[config.mk]
export PLATFORM = sky130hd
export DESIGN_NAME = invoke_unit_flat
export DESIGN_NICKNAME = d
export VERILOG_FILES = /design/src/jvm_pkg.sv /design/src/mem_ifs.sv /design/src/invoke_unit.sv /design/src/flat_wrapper.sv
export VERILOG_INCLUDE_DIRS = /design/src /design/src/src
export SDC_FILE = /design/constraint.sdc
export NUM_CORES = 1
export LEC_CHECK = 0
export BUFFER_PORTS_ARGS = -buffer_cell sky130_fd_sc_hd__buf_2
export CORE_MARGIN = 2
export CORE_UTILIZATION = 55
export CTS_BUF_LIST = sky130_fd_sc_hd__clkbuf_16
export CTS_CLUSTER_SIZE = 20
export DETAILED_ROUTE_END_ITERATION = 8
export PLACE_DENSITY = 0.91
export SYNTH_ARGS = -nofsm -noshare
export SYNTH_HDL_FRONTEND = slang
export SYNTH_SLANG_ARGS = --single-unit
export TNS_END_PERCENT = 10
[constraint.sdc]
create_clock -name clk -period 11.5 [get_ports clk]
set_input_delay 2.3 -clock clk [delete_from_list [all_inputs] [get_ports clk]]
set_output_delay 2.3 -clock clk [all_outputs]
set_load 0.03 [all_outputs]
[src/jvm_settings.svh]
`ifndef JVM_SETTINGS_SVH
`define JVM_SETTINGS_SVH

`define WORD_W      32
`define EVAL_DEPTH  32   // evaluation stack entries
`define CALL_DEPTH  64   // call stack frames
`define LVA_SIZE    256  // local variable words, all frames
`define MAIN_LOCALS 4    // frame size of the outermost method

`endif
[src/jvm_pkg.sv]
package jvm_pkg;

    typedef logic [31:0] word_t;      // one operand value
    typedef logic [15:0] pc_t;        // byte address in program memory
    typedef logic [7:0]  lva_addr_t;  // absolute local variable address
    typedef logic [31:0] frame_t;     // {return address, saved frame offset}

    // kept opcodes, standard java byte values
    typedef enum logic [7:0] {
        op_nop          = 8'h00,
        op_iconst_0     = 8'h03,
        op_iconst_1     = 8'h04,
        op_iconst_2     = 8'h05,
        op_iconst_3     = 8'h06,
        op_iconst_4     = 8'h07,
        op_iconst_5     = 8'h08,
        op_bipush       = 8'h10,
        op_ldc          = 8'h12,
        op_iload        = 8'h15,
        op_istore       = 8'h36,
        op_iadd         = 8'h60,
        op_isub         = 8'h64,
        op_ifeq         = 8'h99,
        op_goto         = 8'ha7,
        op_ireturn      = 8'hac,
        op_return       = 8'hb1,
        op_invokestatic = 8'hb8
    } op_t;

    typedef enum logic [2:0] {
        fetch,        // new pc settles
        exec,         // decode and start
        mem_wait,     // pop or lva access in flight
        push_result,  // final push in flight
        call_wait,    // invoke sequence running, serves lva moves
        ret_wait,     // return sequence running
        halt          // outermost method returned
    } ctrl_state_t;

endpackage

[src/mem_ifs.sv]
`timescale 1ns/1ps

// lifo access, done follows trigger by one cycle
interface stack_if;
    logic           push;         // high push, low pop
    logic           trigger;      // one cycle request
    jvm_pkg::word_t write_value;
    jvm_pkg::word_t read_value;   // valid in the done cycle of a pop
    logic           done;

    modport requester (
        output push, trigger, write_value,
        input  read_value, done
    );
    modport memory (
        input  push, trigger, write_value,
        output read_value, done
    );
endinterface


[src/invoke_unit.sv]
`timescale 1ns/1ps
`include "jvm_settings.svh"

module invoke_unit (
    input  logic               clk,
    input  logic               rst,
    input  logic [7:0]         op_code,
    input  logic [7:0]         arg1,
    input  logic [7:0]         arg2,
    input  jvm_pkg::word_t     dataparams,
    input  logic               op_done,
    input  jvm_pkg::pc_t       offset,
    input  logic               call_start,
    output logic               call_done,
    output logic               lva_move,
    output logic [7:0]         lva_move_index,
    input  logic               lva_move_done,
    input  logic               ret_start,
    output logic               ret_done,
    output logic               ret_top,
    stack_if.requester         calls,
    output jvm_pkg::lva_addr_t lva_offset,
    output jvm_pkg::word_t     ldconst,
    output jvm_pkg::pc_t       pc,
    output logic [15:0]        dataindex
);

    typedef enum logic [2:0] {
        inv_idle, inv_params, inv_move, inv_move_wait, inv_push_wait, inv_pop_wait
    } inv_state_t;

    inv_state_t state;
    jvm_pkg::pc_t   code_addr;           // entry of the invoked method
    jvm_pkg::frame_t popped;
    logic [7:0]     args_left;           // arguments still on the eval stack
    logic [15:0]    param_index;         // data word of the invoke parameters
    logic [$clog2(`CALL_DEPTH):0] depth; // frames on the call stack
    logic           is_ldc;

    assign is_ldc    = (op_code == jvm_pkg::op_ldc);
    assign dataindex = is_ldc ? {arg1, arg2} : param_index;
    assign popped    = calls.read_value;

    // constant follows the data segment while ldc executes
    always_ff @(posedge clk) begin
        if (is_ldc) begin
            ldconst <= dataparams;
        end
    end

    always_ff @(posedge clk) begin
        if (rst) begin
            state         <= inv_idle;
            pc            <= '0;
            lva_offset    <= `MAIN_LOCALS;
            depth         <= '0;
            call_done     <= 1'b0;
            lva_move      <= 1'b0;
            ret_done      <= 1'b0;
            ret_top       <= 1'b0;
            calls.trigger <= 1'b0;
        end else begin
            call_done     <= 1'b0;
            lva_move      <= 1'b0;
            ret_done      <= 1'b0;
            ret_top       <= 1'b0;
            calls.trigger <= 1'b0;
            case (state)
                inv_idle: begin
                    if (op_done) begin
                        pc <= pc + offset;  // signed step wraps
                    end
                    if (call_start) begin
                        param_index <= {arg1, arg2};
                        state       <= inv_params;
                    end
                    if (ret_start) begin
                        if (depth == '0) begin
                            ret_top <= 1'b1;  // outermost method is done
                        end else begin
                            calls.push    <= 1'b0;
                            calls.trigger <= 1'b1;
                            state         <= inv_pop_wait;
                        end
                    end
                end
                inv_params: begin  // {code addr, arg count, frame size}
                    code_addr         <= dataparams[31:16];
                    args_left         <= dataparams[15:8];
                    calls.write_value <= {pc + 16'd3, 8'h00, lva_offset};  // caller frame
                    lva_offset        <= lva_offset + dataparams[7:0];
                    state             <= inv_move;
                end
                inv_move: begin
                    if (args_left != '0) begin
                        lva_move       <= 1'b1;
                        lva_move_index <= args_left - 8'd1;  // last argument sits on top
                        state          <= inv_move_wait;
                    end else begin
                        calls.push    <= 1'b1;
                        calls.trigger <= 1'b1;
                        state         <= inv_push_wait;
                    end
                end
                inv_move_wait: begin
                    if (lva_move_done) begin
                        args_left <= args_left - 8'd1;
                        state     <= inv_move;
                    end
                end
                inv_push_wait: begin
                    if (calls.done) begin
                        pc        <= code_addr;
                        depth     <= depth + 1'b1;
                        call_done <= 1'b1;
                        state     <= inv_idle;
                    end
                end
                inv_pop_wait: begin
                    if (calls.done) begin
                        pc         <= popped[31:16];
                        lva_offset <= popped[7:0];
                        depth      <= depth - 1'b1;
                        ret_done   <= 1'b1;
                        state      <= inv_idle;
                    end
                end
                default: state <= inv_idle;
            endcase
        end
    end

endmodule

[src/flat_wrapper.sv]
// flat-port wrapper written by rule: the top's interface ports become plain ports
module invoke_unit_flat 
  (clk, rst, op_code, arg1, arg2, dataparams, op_done, offset, call_start, call_done, lva_move, lva_move_index, lva_move_done, ret_start, ret_done, ret_top, lva_offset, ldconst, pc, dataindex, calls_push, calls_trigger, calls_write_value, calls_read_value, calls_done);
  stack_if calls_i ();
  input  logic clk;
  input  logic rst;
  input  logic [7:0] op_code;
  input  logic [7:0] arg1;
  input  logic [7:0] arg2;
  input  jvm_pkg::word_t dataparams;
  input  logic op_done;
  input  jvm_pkg::pc_t offset;
  input  logic call_start;
  output logic call_done;
  output logic lva_move;
  output logic [7:0] lva_move_index;
  input  logic lva_move_done;
  input  logic ret_start;
  output logic ret_done;
  output logic ret_top;
  output jvm_pkg::lva_addr_t lva_offset;
  output jvm_pkg::word_t ldconst;
  output jvm_pkg::pc_t pc;
  output logic [15:0] dataindex;
  output wire logic [$bits(calls_i.push)-1:0] calls_push;
  output wire logic [$bits(calls_i.trigger)-1:0] calls_trigger;
  output wire logic [$bits(calls_i.write_value)-1:0] calls_write_value;
  input wire logic [$bits(calls_i.read_value)-1:0] calls_read_value;
  input wire logic [$bits(calls_i.done)-1:0] calls_done;
  assign calls_push = calls_i.push;
  assign calls_trigger = calls_i.trigger;
  assign calls_write_value = calls_i.write_value;
  assign calls_i.read_value = calls_read_value;
  assign calls_i.done = calls_done;
  invoke_unit u_core (.clk(clk), .rst(rst), .op_code(op_code), .arg1(arg1), .arg2(arg2), .dataparams(dataparams), .op_done(op_done), .offset(offset), .call_start(call_start), .call_done(call_done), .lva_move(lva_move), .lva_move_index(lva_move_index), .lva_move_done(lva_move_done), .ret_start(ret_start), .ret_done(ret_done), .ret_top(ret_top), .calls(calls_i), .lva_offset(lva_offset), .ldconst(ldconst), .pc(pc), .dataindex(dataindex));
endmodule
== Word-level counts from Yosys, hierarchy flattened ==
Cells that the tools add are included.

* Bitwise logic cells: 6
* Equality and inequality tests: 14
* Reductions and logical operators: 22
* $add $sub $neg: 6
* Muxes and demuxes: 30

{| class="wikitable"
|+ Operator list
! kind !! number
|-
| 16-bit 2-to-1 mux || 4
|-
| 16-bit one-hot mux with 3 select lines || 1
|-
| 8-bit one-hot mux with 2 select lines || 2
|-
| 3-bit 2-to-1 mux || 6
|-
| 16-bit adder || 1
|-
| 16-bit by 2-bit adder with 16-bit output (second input constant) || 1
|-
| 8-bit 2-to-1 mux || 2
|-
| 3-bit one-hot mux with 5 select lines || 1
|-
| 7-bit 2-to-1 mux || 2
|-
| 2-bit != test (second input constant) || 7
|-
| 7-bit one-hot mux with 2 select lines || 1
|-
| 3-bit AND reduction || 4
|-
| 1-bit 2-to-1 mux || 9
|-
| 8-bit adder || 1
|-
| 8-bit by 5-bit == test with 1-bit output (second input constant) || 1
|-
| 2-bit nonzero test || 4
|-
| 8-bit nonzero test || 1
|-
| 2-bit OR reduction || 4
|-
| 8-bit by 1-bit subtractor with 8-bit output (second input constant) || 1
|-
| 7-bit by 1-bit adder with 7-bit output (second input constant) || 1
|-
| 7-bit zero test || 1
|-
| 7-bit by 1-bit subtractor with 7-bit output (second input constant) || 1
|-
| 3-bit by 2-bit == test with 1-bit output (second input constant) || 2
|-
| 3-bit == test (second input constant) || 2
|-
| other kinds (10) || 18
|}

* Word-level logic and storage cells: 94
* Register bits: 144
* Bits of input ports: 111
* Output and inout bits: 118

== Logic depth before layout (Yosys ltp) ==
* Depth after elaboration: 4
* Depth in mapped cells: 11
* Depth with buffers taken out: 9

== Worst setup path before layout ==
OpenSTA, ideal clock, no wires.

* Path type: input-to-output
* Start: input port op_code[0]
* End: output port dataindex[10]
* Arrival time: 4,388 ps
* Path buffers: 1
* Data required time: 9,200 ps
* Path slack: 4,812 ps
* Stages on the path: 6
* Cell sequence: nor4b_1 nand2_1 clkinv_1 buf_1 nand2_1 nand2_1

* Cells in the longest elaborated chain, start to end: 2

{| class="wikitable"
|+ Ends and longest elaborated chain
! item !! RTL line !! RTL
|-
| from (decl) || flat_wrapper.sv:7 || <nowiki>input logic [7:0] op_code;</nowiki>
|-
| 8-bit by 5-bit == test with 1-bit output || invoke_unit.sv:40 || <nowiki>assign is_ldc = (op_code == jvm_pkg::op_ldc);</nowiki>
|-
| 16-bit 2-to-1 mux || invoke_unit.sv:41 || <nowiki>assign dataindex = is_ldc ? {arg1, arg2} : param_index;</nowiki>
|-
| to (decl) || flat_wrapper.sv:24 || <nowiki>output logic [15:0] dataindex;</nowiki>
|}

Every way passes these cells.

== Final worst setup path ==
* Start: input port op_code[0]
* End: output port dataindex[15]

The elaborated chain is that of the path after synthesis.

==> summary.md <==
| Metric | Value |
|---|---|
| Fin crit period | `roughly 6500 ps` |
| Dpl ws | `about 5100 ps` |
| Clock sink total | `between 100 and 150` |
| Setup crit start kind | `input pin` |
| Slew Viols, Final | `0` |
| Initial drt markers | `about 400` |
| Most frequent cell after synthesis | `nand2_1` |
| Worst-path fanout max | `48` |
| Clk pin slew, worst setup/hold paths | `roughly 60 ps` |
| Worst Path Required | `between 9000 and 10000 ps` |
| Yosys warning total | `0` |
| Pwr/cell area | `around 190 nW/um^2` |
| Top cell type's share of synthesized area | `0.457` |
| Post-route setup slack | `slightly above 5000 ps` |
| Design Power | `1.61 mW` |
| CTS Root Cell | `clkbuf_16` |
| Mapped Area | `between 6000 and 7000 um^2` |
| GRT Total Usage | `0.246` |
| Pin count of the biggest net entering global routing | `49` |
| Fillers | `887` |
| CP delay by family, top | `buffers and inverters` |
| Crit Path Category | `in2out` |
| Crit-path most repeated cell | `nand2_1` |
| First-pass GRT wire length | `around 25000 um` |
| R2R Path Start | `u_core.state[2]` |
| Final Cell Area | `around 8700 um^2` |
| Setup violations, final | `0` |
| Worst setup path startpoint | `op_code[0]` |
| Share of cells above drive strength 1 | `0.304` |
| Hold buffer count at cts | `0` |
| Final core area utilization | `0.716` |
| Worst-margin pin slew | `slightly above 1000 ps` |
| Detailed-route via count | `around 5600` |
| DR vias/cell | `~5.4` |
| Starting density of the core | `0.570` |
| Placed instance count | `between 900 and 1000` |
| Clk buf depth | `2` |
| PostCTS Resize Cnt | `0` |
| CP Buf/Inv Count | `4` |
| Crit. End Element | `output pin` |
| Sequential power share | `0.409` |
| P_sw | `between 0.5 and 0.6 mW` |
| Yosys reg bits | `144` |
| CP max stage delay | `roughly 740 ps` |
| Sequential cell area fraction in the yosys report | `0.570` |
| Clock Skews | `approximately 5.1 ps` |
| Dominant synthesized flop cell | `edfxtp_1` |
| Net Sw Frac | `0.316` |
| Total wire length | `16500 um` |
| Wire per inst | `around 16 um` |
| Post-synth EDFFs | `105` |
| Gate Count Post-Synth | `~630` |
| Hold Path Class | `reg2reg` |
| Multi-input gate area | `between 2000 and 3000 um^2` |
| Pint | `between 1 and 1.5 mW` |
| Detail Placement HPWL | `about 12000 um` |
| CP Cell Sequence | `buf_2 > nor4b_1 > nand2_1 > buf_4 > inv_2 > nand2_1 > nand2_1 > buf_2` |
| Drt first pass iters | `4` |
| Leakage | `around 3.7 nW` |
| Ys async rst share | `0` |
| Syn Area/Cell | `between 10 and 15 um^2` |
| Crit share post-route | `0.562` |
| Final hold violation count | `0` |
| Synth area leader | `edfxtp_1` |
| Status | `finished clean` |
| Layout area overhead | `25.7%` |
| Initial antenna violation count | `1` |
| Commonest cells post-synth | `nand2_1 (108), edfxtp_1 (105), nor2_1 (52)` |
| Core area | `approximately 12000 um^2` |
| Placed Area | `~8000 um^2` |
| Clock Power Share | `0.331` |
| Reg area | `between 3000 and 4000 um^2` |
| Die ar. | `13500 um^2` |
| F_max | `between 150 and 200 MHz` |
| CTS H-tree lvls | `4` |
| Synth cell types | `57` |
| Final hold slack | `slightly below 500 ps` |
| Port bufs | `around 210` |
| RSZ-0062 raised after global routing | `false` |
| # rows | `40` |
| Worst-Skew Late Latency | `approximately 410 ps` |
| Ports | `roughly 230` |
| WP data arrival | `4170 ps` |
| Vias in the first global route | `5279` |
| Setup TNS | `0 ps` |
| Worst hold start | `u_core.lva_offset[3]` |
| Fin nets | `a little under 1000` |
| Routability cong. | `just over 0.9` |
| Highest ir drop seen on vdd | `between 90 and 100 uV` |
| Combinational power share | `0.260` |
| CTS buffer count | `17` |
| Die Y | `between 100 and 150 um` |
| Non-Filler Instances | `approximately 1000` |
| GR Overflow Total | `0` |
| # DRC | `0` |
| Slew HR | `0.320` |
| Antenna Nets Post-Route | `0` |
| Critical path's slowest cell | `inv_2` |
| CTS tree | `built` |
| Top cells by area, synth | `edfxtp_1 (46%), dfxtp_1 (11%), nand2_1 (5.9%)` |
| Max-Cap Viols | `0` |
| Postcts setup bufs | `0` |
| Die width | `approximately 120 um` |
==> state kept, by name, summed over array words and instances (netlist names) <==
| register | flops |
|---|---|
| u_core.ldconst | 32 |
| u_core.calls.write_value | 24 |
| u_core.code_addr | 16 |
| u_core.param_index | 16 |
| u_core.pc | 16 |
| u_core.args_left | 8 |
| u_core.lva_move_index | 8 |
| u_core.lva_offset | 8 |
| u_core.depth | 7 |
| u_core.state | 3 |
| u_core.call_done | 1 |
| u_core.calls.push | 1 |
| u_core.calls.trigger | 1 |
| u_core.lva_move | 1 |
| u_core.ret_done | 1 |
| u_core.ret_top | 1 |
==> layer usage <==
| layer | wire length [um] | vias up | share of wire | GRT usage |
|---|---|---|---|---|
| li1 | - | 2697 | - | - |
| met1 | 6740 | 2613 | 0.41 | 0.305 |
| met5 | 10 | - | 0.00061 | 0 |
| met2 | 8250 | 250 | 0.50 | 0.412 |
| met4 | 249 | 2 | 0.015 | 0.0937 |
| met3 | 1280 | 24 | 0.077 | 0.0701 |
==> area by class of cell <==
class,instances,area share
Tap cell,168,0.0242
Clock buffer,17,0.0490
Clock inverter,14,0.0172
Inverter,18,0.00779
Antenna cell,1,0.000288
Multi-Input combinational cell,447,0.321
Timing Repair Buffer,218,0.127
Sequential cell,144,0.453
==> kinds of logic after synthesis <==
group,Yosys count,synth area share
DFF,144,0.570
xor gates and xnor gates,41,0.0520
AOI/OAI and AO/OA,111,0.107
buffers and inverters,49,0.0319
adders and majority gates,29,0.0547
other,1,0.000543
muxes,20,0.0294
and+or+nand+nor,238,0.155
==> worst paths after layout <==
path | endpoint | slack [ps] | cells after the start
min reg2reg | u_core.calls.write_value[3] | 490 | 0
max reg2reg | u_core.depth[6] | 8560 | 9
min | u_core.calls.write_value[3] | 490 | 0
max | dataindex[15] | 5030 | 8
==> power by group through the flow <==
stage	Sequential, mW	Combinational [mW]	Clock (mW)
CTS	0.658	0.417	0.541
floorplan	0.717	0.251	0
detailed placement	0.668	0.413	0
global placement	0.665	0.400	0
global route	0.665	0.457	0.560
finish	0.659	0.419	0.533
==> worst register-to-register path, cell delays in order, from the launching register on <==
cell	delay [ps]
dfxtp_1	690
nand3b_2	340
inv_1	430
ha_1	370
o21ai_0	100
nand3_1	130
or3_1	340
a21oi_1	190
xnor2_1	150
nor2_1	50
==> layout by cell type, fill, tap and decap left out, types with 6 or more instances in the layout <==
cell / n
edfxtp_1: 105
dfxtp_1: 39
mux2i_1: 18
ha_1: 27
o21ai_0: 20
a21o_1: 6
inv_1: 17
buf_2: 212
o211ai_1: 8
xor2_1: 18
conb_1: 8
buf_4: 6
xnor2_1: 23
a21oi_1: 36
nor3_1: 18
nor4_1: 7
nand3_1: 15
a211oi_1: 9
nor2_1: 52
clkbuf_16: 17
nand2_1: 108
Note: power is estimated with default switching activity, not from simulation.
