### config.mk
export PLATFORM = sky130hd
export DESIGN_NAME = control_flat
export DESIGN_NICKNAME = d
export VERILOG_FILES = /design/src/jvm_pkg.sv /design/src/mem_ifs.sv /design/src/control.sv /design/src/flat_wrapper.sv
export VERILOG_INCLUDE_DIRS = /design/src /design/src/src
export SDC_FILE = /design/constraint.sdc
export NUM_CORES = 1
export LEC_CHECK = 0
export ABC_AREA = 1
export ABC_CLOCK_PERIOD_IN_PS = 5400
export BUFFER_PORTS_ARGS = -buffer_cell sky130_fd_sc_hd__buf_4
export CORE_ASPECT_RATIO = 0.8
export CORE_MARGIN = 3
export CORE_UTILIZATION = 54
export CTS_BUF_LIST = sky130_fd_sc_hd__clkbuf_4 sky130_fd_sc_hd__clkbuf_8 sky130_fd_sc_hd__clkbuf_16
export DETAILED_ROUTE_END_ITERATION = 8
export GPL_TIMING_DRIVEN = 0
export MAX_ROUTING_LAYER = met4
export PLACE_DENSITY = 0.85
export SLEW_MARGIN = 10
export SYNTH_ARGS = -nofsm -noshare
export SYNTH_HDL_FRONTEND = slang
export SYNTH_SLANG_ARGS = --single-unit
### constraint.sdc
create_clock -name clk -period 5.4 [get_ports clk]
set_input_delay 0.54 -clock clk [delete_from_list [all_inputs] [get_ports clk]]
set_output_delay 0.54 -clock clk [all_outputs]
set_load 0.02 [all_outputs]
### src/jvm_settings.svh
`ifndef JVM_SETTINGS_SVH
`define JVM_SETTINGS_SVH

`define WORD_W      32
`define EVAL_DEPTH  32   // evaluation stack entries
`define CALL_DEPTH  64   // call stack frames
`define LVA_SIZE    256  // local variable words, all frames
`define MAIN_LOCALS 4    // frame size of the outermost method

`endif
### src/jvm_pkg.sv
package jvm_pkg;

    typedef logic [31:0] word_t;      // one operand value
    typedef logic [15:0] pc_t;        // byte address in program memory
    typedef logic [7:0]  lva_addr_t;  // absolute local variable address
    typedef logic [31:0] frame_t;     // {return address, saved frame offset}

    // kept opcodes, standard java byte values
    typedef enum logic [7:0] {
        op_nop          = 8'h00,
        op_iconst_0     = 8'h03,
        op_iconst_1     = 8'h04,
        op_iconst_2     = 8'h05,
        op_iconst_3     = 8'h06,
        op_iconst_4     = 8'h07,
        op_iconst_5     = 8'h08,
        op_bipush       = 8'h10,
        op_ldc          = 8'h12,
        op_iload        = 8'h15,
        op_istore       = 8'h36,
        op_iadd         = 8'h60,
        op_isub         = 8'h64,
        op_ifeq         = 8'h99,
        op_goto         = 8'ha7,
        op_ireturn      = 8'hac,
        op_return       = 8'hb1,
        op_invokestatic = 8'hb8
    } op_t;

    typedef enum logic [2:0] {
        fetch,        // new pc settles
        exec,         // decode and start
        mem_wait,     // pop or lva access in flight
        push_result,  // final push in flight
        call_wait,    // invoke sequence running, serves lva moves
        ret_wait,     // return sequence running
        halt          // outermost method returned
    } ctrl_state_t;

endpackage

### src/mem_ifs.sv
`timescale 1ns/1ps

// lifo access, done follows trigger by one cycle
interface stack_if;
    logic           push;         // high push, low pop
    logic           trigger;      // one cycle request
    jvm_pkg::word_t write_value;
    jvm_pkg::word_t read_value;   // valid in the done cycle of a pop
    logic           done;

    modport requester (
        output push, trigger, write_value,
        input  read_value, done
    );
    modport memory (
        input  push, trigger, write_value,
        output read_value, done
    );
endinterface

// local variable array access, same handshake
interface lva_if;
    logic               write;    // high write, low read
    logic               trigger;
    jvm_pkg::lva_addr_t addr;
    jvm_pkg::word_t     write_value;
    jvm_pkg::word_t     read_value;
    logic               done;

    modport requester (
        output write, trigger, addr, write_value,
        input  read_value, done
    );
    modport memory (
        input  write, trigger, addr, write_value,
        output read_value, done
    );
endinterface

### src/control.sv
`timescale 1ns/1ps
`include "jvm_settings.svh"

module control (
    input  logic               clk,
    input  logic               rst,
    input  logic [7:0]         op_code,
    input  logic [7:0]         arg1,
    input  logic [7:0]         arg2,
    stack_if.requester         eval,
    lva_if.requester           vars,
    input  jvm_pkg::lva_addr_t lva_offset,
    input  jvm_pkg::word_t     ldconst,
    output logic               op_done,
    output jvm_pkg::pc_t       offset,
    output logic               call_start,
    input  logic               call_done,
    input  logic               lva_move,
    input  logic [7:0]         lva_move_index,
    output logic               lva_move_done,
    output logic               ret_start,
    output jvm_pkg::word_t     ret_value,
    output logic               ret_has_value,
    input  logic               ret_done,
    input  logic               ret_top,
    output jvm_pkg::word_t     retval,
    output logic               ret_valid
);

    jvm_pkg::ctrl_state_t state;
    jvm_pkg::op_t   op;
    jvm_pkg::word_t push_val;  // next value for the eval stack
    jvm_pkg::word_t opb;       // top operand of iadd/isub
    jvm_pkg::pc_t   next_off;  // pc increment after the final push
    logic step;                // second access of istore, iadd, isub, lva move
    logic from_ldc;            // push takes the constant register
    logic ret_push;            // return value pushed into the caller frame

    assign op = jvm_pkg::op_t'(op_code);
    assign eval.write_value = from_ldc ? ldconst : push_val;
    assign vars.write_value = eval.read_value;  // lva writes store the last popped word

    always_ff @(posedge clk) begin
        if (rst) begin
            state         <= jvm_pkg::fetch;
            op_done       <= 1'b0;
            call_start    <= 1'b0;
            lva_move_done <= 1'b0;
            ret_start     <= 1'b0;
            ret_valid     <= 1'b0;
            eval.trigger  <= 1'b0;
            vars.trigger  <= 1'b0;
        end else begin
            op_done       <= 1'b0;  // all strobes one cycle
            call_start    <= 1'b0;
            lva_move_done <= 1'b0;
            ret_start     <= 1'b0;
            ret_valid     <= 1'b0;
            eval.trigger  <= 1'b0;
            vars.trigger  <= 1'b0;
            case (state)
                jvm_pkg::fetch: state <= jvm_pkg::exec;
                jvm_pkg::exec: begin
                    step     <= 1'b0;
                    from_ldc <= 1'b0;
                    ret_push <= 1'b0;
                    case (op)
                        jvm_pkg::op_iconst_0, jvm_pkg::op_iconst_1, jvm_pkg::op_iconst_2,
                        jvm_pkg::op_iconst_3, jvm_pkg::op_iconst_4, jvm_pkg::op_iconst_5,
                        jvm_pkg::op_bipush, jvm_pkg::op_ldc: begin
                            push_val <= (op == jvm_pkg::op_bipush)
                                ? {{(`WORD_W-8){arg1[7]}}, arg1}           // sign extended byte
                                : {{(`WORD_W-8){1'b0}}, op_code - 8'd3};  // iconst value
                            next_off <= (op == jvm_pkg::op_bipush) ? 16'd2
                                      : (op == jvm_pkg::op_ldc) ? 16'd3 : 16'd1;
                            from_ldc     <= (op == jvm_pkg::op_ldc);
                            eval.push    <= 1'b1;
                            eval.trigger <= 1'b1;
                            state        <= jvm_pkg::push_result;
                        end
                        jvm_pkg::op_iload: begin
                            vars.write   <= 1'b0;
                            vars.addr    <= lva_offset - arg1 - 8'd1;  // frame grows downward
                            vars.trigger <= 1'b1;
                            state        <= jvm_pkg::mem_wait;
                        end
                        jvm_pkg::op_istore, jvm_pkg::op_iadd, jvm_pkg::op_isub,
                        jvm_pkg::op_ifeq, jvm_pkg::op_ireturn: begin
                            eval.push    <= 1'b0;  // pop first operand
                            eval.trigger <= 1'b1;
                            state        <= jvm_pkg::mem_wait;
                        end
                        jvm_pkg::op_goto: begin
                            op_done <= 1'b1;
                            offset  <= {arg1, arg2};
                            state   <= jvm_pkg::fetch;
                        end
                        jvm_pkg::op_invokestatic: begin
                            call_start <= 1'b1;
                            state      <= jvm_pkg::call_wait;
                        end
                        jvm_pkg::op_return: begin
                            ret_value     <= '0;
                            ret_has_value <= 1'b0;
                            ret_start     <= 1'b1;
                            state         <= jvm_pkg::ret_wait;
                        end
                        default: begin  // nop and anything unknown
                            op_done <= 1'b1;
                            offset  <= 16'd1;
                            state   <= jvm_pkg::fetch;
                        end
                    endcase
                end
                jvm_pkg::mem_wait: begin
                    if (eval.done || vars.done) begin
                        case (op)
                            jvm_pkg::op_iload: begin
                                push_val     <= vars.read_value;
                                next_off     <= 16'd2;
                                eval.push    <= 1'b1;
                                eval.trigger <= 1'b1;
                                state        <= jvm_pkg::push_result;
                            end
                            jvm_pkg::op_istore: begin
                                if (!step) begin
                                    vars.write   <= 1'b1;
                                    vars.addr    <= lva_offset - arg1 - 8'd1;
                                    vars.trigger <= 1'b1;
                                    step         <= 1'b1;
                                end else begin
                                    op_done <= 1'b1;
                                    offset  <= 16'd2;
                                    state   <= jvm_pkg::fetch;
                                end
                            end
                            jvm_pkg::op_iadd, jvm_pkg::op_isub: begin
                                if (!step) begin
                                    opb          <= eval.read_value;
                                    eval.push    <= 1'b0;  // second operand
                                    eval.trigger <= 1'b1;
                                    step         <= 1'b1;
                                end else begin
                                    push_val <= (op == jvm_pkg::op_iadd)
                                        ? eval.read_value + opb
                                        : eval.read_value - opb;  // deeper minus top, wraps
                                    next_off     <= 16'd1;
                                    eval.push    <= 1'b1;
                                    eval.trigger <= 1'b1;
                                    state        <= jvm_pkg::push_result;
                                end
                            end
                            jvm_pkg::op_ifeq: begin
                                op_done <= 1'b1;
                                offset  <= (eval.read_value == '0) ? {arg1, arg2} : 16'd3;
                                state   <= jvm_pkg::fetch;
                            end
                            jvm_pkg::op_ireturn: begin
                                ret_value     <= eval.read_value;
                                ret_has_value <= 1'b1;
                                ret_start     <= 1'b1;
                                state         <= jvm_pkg::ret_wait;
                            end
                            jvm_pkg::op_invokestatic: begin
                                if (!step) begin
                                    vars.write   <= 1'b1;  // addr latched in call_wait
                                    vars.trigger <= 1'b1;
                                    step         <= 1'b1;
                                end else begin
                                    lva_move_done <= 1'b1;
                                    state         <= jvm_pkg::call_wait;
                                end
                            end
                            default: state <= jvm_pkg::fetch;
                        endcase
                    end
                end
                jvm_pkg::push_result: begin
                    if (eval.done) begin
                        if (!ret_push) begin  // pc already restored after a return
                            op_done <= 1'b1;
                            offset  <= next_off;
                        end
                        state <= jvm_pkg::fetch;
                    end
                end
                jvm_pkg::call_wait: begin
                    if (lva_move) begin
                        vars.addr    <= lva_offset - lva_move_index - 8'd1;
                        eval.push    <= 1'b0;
                        eval.trigger <= 1'b1;
                        step         <= 1'b0;
                        state        <= jvm_pkg::mem_wait;
                    end else if (call_done) begin
                        state <= jvm_pkg::fetch;  // pc holds the method entry
                    end
                end
                jvm_pkg::ret_wait: begin
                    if (ret_top) begin
                        retval    <= ret_value;
                        ret_valid <= 1'b1;
                        state     <= jvm_pkg::halt;
                    end else if (ret_done) begin
                        if (ret_has_value) begin
                            push_val     <= ret_value;
                            ret_push     <= 1'b1;
                            eval.push    <= 1'b1;
                            eval.trigger <= 1'b1;
                            state        <= jvm_pkg::push_result;
                        end else begin
                            state <= jvm_pkg::fetch;
                        end
                    end
                end
                jvm_pkg::halt: state <= jvm_pkg::halt;  // until reset
                default: state <= jvm_pkg::fetch;
            endcase
        end
    end

endmodule

### src/flat_wrapper.sv
// flat-port wrapper written by rule: the top's interface ports become plain ports
module control_flat 
  (clk, rst, op_code, arg1, arg2, lva_offset, ldconst, op_done, offset, call_start, call_done, lva_move, lva_move_index, lva_move_done, ret_start, ret_value, ret_has_value, ret_done, ret_top, retval, ret_valid, eval_push, eval_trigger, eval_write_value, eval_read_value, eval_done, vars_write, vars_trigger, vars_addr, vars_write_value, vars_read_value, vars_done);
  stack_if eval_i ();
  lva_if vars_i ();
  input  logic clk;
  input  logic rst;
  input  logic [7:0] op_code;
  input  logic [7:0] arg1;
  input  logic [7:0] arg2;
  input  jvm_pkg::lva_addr_t lva_offset;
  input  jvm_pkg::word_t ldconst;
  output logic op_done;
  output jvm_pkg::pc_t offset;
  output logic call_start;
  input  logic call_done;
  input  logic lva_move;
  input  logic [7:0] lva_move_index;
  output logic lva_move_done;
  output logic ret_start;
  output jvm_pkg::word_t ret_value;
  output logic ret_has_value;
  input  logic ret_done;
  input  logic ret_top;
  output jvm_pkg::word_t retval;
  output logic ret_valid;
  output wire logic [$bits(eval_i.push)-1:0] eval_push;
  output wire logic [$bits(eval_i.trigger)-1:0] eval_trigger;
  output wire logic [$bits(eval_i.write_value)-1:0] eval_write_value;
  input wire logic [$bits(eval_i.read_value)-1:0] eval_read_value;
  input wire logic [$bits(eval_i.done)-1:0] eval_done;
  output wire logic [$bits(vars_i.write)-1:0] vars_write;
  output wire logic [$bits(vars_i.trigger)-1:0] vars_trigger;
  output wire logic [$bits(vars_i.addr)-1:0] vars_addr;
  output wire logic [$bits(vars_i.write_value)-1:0] vars_write_value;
  input wire logic [$bits(vars_i.read_value)-1:0] vars_read_value;
  input wire logic [$bits(vars_i.done)-1:0] vars_done;
  assign eval_push = eval_i.push;
  assign eval_trigger = eval_i.trigger;
  assign eval_write_value = eval_i.write_value;
  assign eval_i.read_value = eval_read_value;
  assign eval_i.done = eval_done;
  assign vars_write = vars_i.write;
  assign vars_trigger = vars_i.trigger;
  assign vars_addr = vars_i.addr;
  assign vars_write_value = vars_i.write_value;
  assign vars_i.read_value = vars_read_value;
  assign vars_i.done = vars_done;
  control u_core (.clk(clk), .rst(rst), .op_code(op_code), .arg1(arg1), .arg2(arg2), .eval(eval_i), .vars(vars_i), .lva_offset(lva_offset), .ldconst(ldconst), .op_done(op_done), .offset(offset), .call_start(call_start), .call_done(call_done), .lva_move(lva_move), .lva_move_index(lva_move_index), .lva_move_done(lva_move_done), .ret_start(ret_start), .ret_value(ret_value), .ret_has_value(ret_has_value), .ret_done(ret_done), .ret_top(ret_top), .retval(retval), .ret_valid(ret_valid));
endmodule
* After elaboration in Yosys (flattened, before gate mapping)
Cells that the tools add are included.
** Storage, ports and cells
- Bits in registers :: 184
- Bits of input ports :: 144
- Output and inout port bits :: 162
- Word-level logic and storage cells :: 212
** Cells by class
- Add/subtract/negate cells :: 7
- Equality and inequality tests :: 47
- Mux-type cells :: 96
- Bitwise operators :: 7
- Reduce and logical (&&, ||, !) cells :: 34
** Operator list (number)
- $mux 32 :: 12
- $mux 16 :: 9
- $pmux 16 s2 :: 4
- $pmux 32 s2 :: 2
- $pmux 32 s3 :: 1
- $pmux 16 s3 :: 1
- $eq 8x8->1 const B :: 5
- $mux 8 :: 5
- $mux 1 :: 35
- $add 32x32->32 :: 1
- $eq 8x3->1 const B :: 4
- $logic_not 32->1 :: 1
- $sub 32x32->32 :: 1
- $mux 3 :: 9
- $eq 8x5->1 const B :: 3
- $pmux 8 s3 :: 1
- $ne 2x2->1 const B :: 11
- $pmux 3 s7 :: 1
- $reduce_and 5->1 :: 4
- $reduce_and 9->1 :: 2
- $eq 8x7->1 const B :: 2
- $pmux 1 s2 :: 8
- $reduce_or 16->1 :: 1
- $sub 8x1->8 const B :: 2
- 35 further kinds :: 66

* Depth between registers and ports, before layout
- Depth in word-level cells :: 6
- Mapped depth :: 23
- Depth with buffers taken out :: 23

* Worst setup path after synthesis
Ideal clock, no wire load.
- Path type :: in2reg
- From :: in op_code[0]
- To :: reg u_core.ret_has_value (enable)
- Library setup time :: 478 ps
- Arrival time :: 3855 ps
- Required time :: 4922 ps
- Setup slack :: 1067 ps
- Stages :: 6
- Path buffers :: 0
- Cells stage by stage :: inv_1 -> ha_1 -> nand3_1 -> nor2_1 -> inv_1 -> a221oi_1
** Between the ends
- Cells in the longest elaborated chain, start to end :: 3
- Elaborated cells between the ends (all ways) :: 5
- Those cells by class :: eq/ne: 4; reduce/logical: 1
** RTL lines
- from (decl) :: line flat_wrapper.sv:8 : input logic [7:0] op_code;
- $eq 8x8->1, on equally long branches :: line control.sv:117, control.sv:67
- $ne 2x2->1 (no line) / $ne 2x1->1 (equally long branches)
- $reduce_and 5->1 (no line) (*)
- to (signal assigned) :: line control.sv:104 : ret_has_value <= 1'b0;
- to (signal assigned) :: line control.sv:160 : ret_has_value <= 1'b1;
- to (decl) :: line control.sv:23 : output logic ret_has_value,
Every way passes the cells marked *; elsewhere a longest branch is shown, timed or not.
A chain may end at the register's enable or synchronous reset.

* Worst setup path in the final report
- From :: reg u_core.opb[0]
- To :: reg u_core.push_val[25] (data pin)
** Between the ends
- Cells in the longest elaborated chain, start to end :: 6
- Elaborated cells between the ends (all ways) :: 7
- Those cells by class :: add/sub: 2; mux: 5
** RTL lines
- from (decl) :: line control.sv:33 : jvm_pkg::word_t opb;
- from (signal assigned) :: line control.sv:139 : opb <= eval.read_value;
- $sub 32x32->32 / $add 32x32->32 (equally long branches) :: line control.sv:146, control.sv:145
- $mux 32 (*) :: line control.sv:145 : ? eval.read_value + opb
- $mux 32 (*) :: line control.sv:138 : if (!step) begin
- $pmux 32 s2 (*) :: line control.sv:117 : case (op)
- $mux 32 (*) :: line control.sv:116 : if (eval.done || vars.done) begin
- $pmux 32 s3 (*) :: line control.sv:61 : case (state)
- to (signal assigned) :: line control.sv:71 : push_val <= (op == jvm_pkg::op_bipush)
- to (signal assigned) :: line control.sv:119 : push_val <= vars.read_value;
- to (signal assigned) :: line control.sv:144 : push_val <= (op == jvm_pkg::op_iadd)
- to (decl) :: line control.sv:32 : jvm_pkg::word_t push_val;
Every way passes the cells marked *; elsewhere a longest branch is shown, timed or not. The select of a mux whose other input is x is not followed.

==> results.yml <==
worst_setup_path:
  reg2reg_to: "u_core.push_val[25]"
  cp.arrival_ns: 4.17
  worst_setup_path_end_kind: "flip-flop"
  critPathKind: "flip-flop to flip-flop"
  path_max_fanout: 5
  crit_path_start_kind: "flip-flop"
  critical_path_required_ns: 5.57
  r2r-start: "u_core.opb[0]"
  cp-startpoint: "u_core.opb[0]"
  r2r_slack_ns: 1.40
  crit_path_end: "u_core.push_val[25]"
  r2r_cells: 21
cts:
  cts_resized: 0
  cts_buffers: 17
  post-cts-setup-buffers: 0
  cts_tree: "yes"
  clk_latency_ns: 0.45
  cts-root-buf: "clkbuf_16"
  clockBufferDepth: 2
  cts_num_sinks: 170
  clk_pin_slew_ns: 0.08
  cts_max_level: 4
  cts_hold_buf: 0
floorplanning:
  io_pins: 306
  die_y_microns: 138
  core_area_sq_mm: 0.0210
  start_util_pct: 55.8
  dieArea_sq_mm: 0.0235
  die_w_microns: 171
  num_rows: 47
layout:
  drive_gt1_share_pct: 25.2
  design_area_sq_mm: 0.0151
  utilization_pct: 71.8
  num-nets-final: 1999
  num_antenna_cells: 0
  stdcell_count: 2076
  num-fill-cells: 1616
  areaGrowthSynthToFinish_pct: 28.7
route:
  wl_per_cell_microns: 20.6
  drt_iter0_markers: 1371
  post-route-drc-count: 0
  drt_wl_total_microns: 42800
  vias: 11800
  drt-vias-per-instance: 5.67
  first_pass_iters: 6
  drtAntennaViolNets: 0
synthesis:
  synthDistinctLibCells: 46
  ys_async_sr_fraction_pct: 0
  synth_fp_nets: 1671
  synth_enable_flop_cells: 160
  netlist_area_sq_mm: 0.0117
  synth-seq-cells: 170
  synth_warnings: 0
  synth-seq-area-share_pct: 42.7
  ys.flop_type: "edfxtp_1"
  syn_area_per_cell_sq_um: 8.00
  synth_cells: 1466
pwr:
  peakVddDrop_mv: 0.160
  seqPwrFrac_pct: 44.8
  power.internal_mw: 2.32
  powerDensity_mw_per_mm2: 218
  pwr-share-clk_pct: 38.0
  net-switching-power_uw: 970
  swShare_pct: 29.5
  cellLeakagePower_nw: 7.15
  p_comb_share_pct: 17.1
sta:
  hold_viol_final: 0
  slew_violations: 0
  holdWs_ns: 0.302
  setup_violations: 0
  period_needed_ns: 4.00
  relSlewSlack_pct: 33.7
  skew_ns: 0.0165
  worst_pin_slew_ns: 0.987
  fin_ws_ns: 1.40
  fin_crit_sh_pct: 74.1
  grt_setup_unrepaired: "false"
  clock.fmax_mhz: 250
hold_path:
  min_path_type: "primary input to flip-flop"
placement:
  io_buffer_count: 304
  postPlaceCellArea_sq_mm: 0.0145
  dp_hpwl_microns: 35500
  dp.cells: 2044
  routabilityCongestion: 1.03
  dp_worst_setup_slack_ns: 1.24
global_route:
  grt_max_degree: 33
  grt_pass1_wl_microns: 61500
  globalRouteTotalUtil_pct: 36.4
  grt_pass1_vias: 10500
  antenna_found_initial: 0
  grt_overflow: 0
flow_run:
  maxCapViolations: 0
run_status:
  status: "finished clean"
-- how the worst min path moves through the flow --
stage,cells past startpoint,slack (ns),endpoint,start
after floorplan,2,0.47,u_core.state[1],u_core.state[1]
after global placement,0,0.47,u_core.retval[9],u_core.ret_value[9]
after detailed placement,0,0.48,u_core.retval[8],u_core.ret_value[8]
after CTS,1,0.30,u_core.opb[28],eval_read_value[28]
after global routing,1,0.30,u_core.opb[28],eval_read_value[28]
final,1,0.30,u_core.opb[28],eval_read_value[28]
-- registers in the layout, indices dropped and copies added, names as in the netlist, 2 cells and up --
signal	flops
u_core.retval	32
u_core.ret_value	32
u_core.next_off	2
u_core.opb	32
u_core.push_val	32
u_core.vars.addr	8
u_core.state	3
u_core.offset	16
-- synthesized netlist by cell type, types with 2 or more instances --
cell type	n	area (sq um)
inv_2	4	15.0
nor3_1	20	100
mux2_2	32	360
xnor2_1	9	78.8
ha_1	58	726
o211ai_1	5	37.5
nand3b_1	7	52.6
a22oi_1	2	15.0
and2_1	2	12.5
a21oi_1	62	310
buf_2	8	40.0
nor2_4	5	56.3
o21bai_1	7	52.6
o21ai_0	39	195
or2_2	5	31.3
fa_1	3	60.1
nand4_1	27	169
inv_1	217	815
a221oi_1	6	52.6
buf_1	6	22.5
dfxtp_1	10	200
nor2_1	191	717
clkbuf_1	11	41.3
o2111ai_1	3	26.3
o21ai_2	2	17.5
a31oi_1	5	31.3
edfxtp_1	160	4800
nand3_1	84	420
buf_4	35	263
xor2_1	34	298
nor3_2	2	20.0
a22o_1	13	114
a21o_1	2	15.0
nor2_2	13	81.3
nand2_1	361	1360
o22ai_1	4	25.0
a211oi_1	3	22.5
-- power by group through the flow --
stage          sequential, mW  clock, mW  combinational, mW
2_1_floorplan            1.52          0              0.272
3_3_place_gp             1.50          0              0.533
3_5_place_dp             1.50          0              0.547
4_1_cts                  1.47       1.24              0.551
5_1_grt                  1.48       1.30              0.605
6_report                 1.47       1.25              0.563
-- cell type report --
cell class	count	area [sq um]	area share (%)
multi-input cells	1013	5560	36.9
flip-flops and latches	170	5000	33.2
repair buffers	309	2360	15.7
inverters	222	833	5.53
clock buffers	17	425	2.82
plain buffers	61	378	2.51
well taps	269	337	2.23
clock inverters	15	181	1.20
-- placed cells by master (no fill, tap or decap), types with 3 or more instances in the layout --
cell and count:
o21bai_1 7, a21oi_1 60, o21ai_0 39, fa_1 3, a211oi_1 3, xnor2_1 9
inv_6 3, clkbuf_16 17, inv_2 4, nand4_1 27, dfxtp_1 10, buf_1 6
nand3b_1 7, clkbuf_1 11, mux2_2 32, clkinv_4 3, nor2_1 189, a31oi_1 5
clkinv_8 6, buf_4 339, o211ai_1 5, a22o_1 13, nor3_1 19, a221oi_1 5
o22ai_1 4, nor2_4 7, nor2_2 13, ha_1 58, edfxtp_1 160, o2111ai_1 3
inv_1 217, nor3_2 3, xor2_1 34, nand2_1 361, buf_2 8, or2_2 5
nand3_1 84
-- routing by layer --
metal / vias to the layer above / wire [microns] / track usage, %
met2: 851 / 17300 / 49.4
met4: 0 / 1020 / 8.65
met5: - / 0 / -
met1: 5390 / 18200 / 53.1
li1: 5446 / - / -
met3: 85 / 6270 / 10.9
-- metrics by stage --
stage | power, mW | setup TNS (ns)
after floorplan | 1.79 | 0
final | 3.29 | 0
after detailed placement | 2.05 | 0
after global placement | 2.04 | -32.38
after global routing | 3.38 | 0
after CTS | 3.27 | 0
-- critical path: stages, from the launching register on --
cell and delay (ns):
edfxtp_1 0.41, inv_1 0.14, ha_1 0.18, inv_1 0.08, nor3_1 0.24, inv_1 0.10, nor2_1 0.19, nand3_1 0.18
o21ai_2 0.21, nand2_1 0.14, o21ai_0 0.17, nand2_1 0.13, ha_1 0.42, nand2_1 0.13, nor2_1 0.20, nand2_1 0.11
nor3_1 0.14, nand2_1 0.10, nand2_1 0.08, nand2_1 0.05, nand3_1 0.17, nand3_1 0.15
-- cell families (layout without fill, tap and decap cells) --
kind of cell,count (synthesis),in the layout,share of synthesized area (%)
flip-flops,170,170,42.7
AO/OA/AOI/OAI,157,157,8.06
XOR/XNOR,43,43,3.21
buffers and inverters,283,624,10.3
adder cells (fa/ha/maj),61,61,6.70
multiplexers,32,32,3.07
AND/OR/NAND/NOR,720,720,25.9
(Power assumes the default switching activity.)
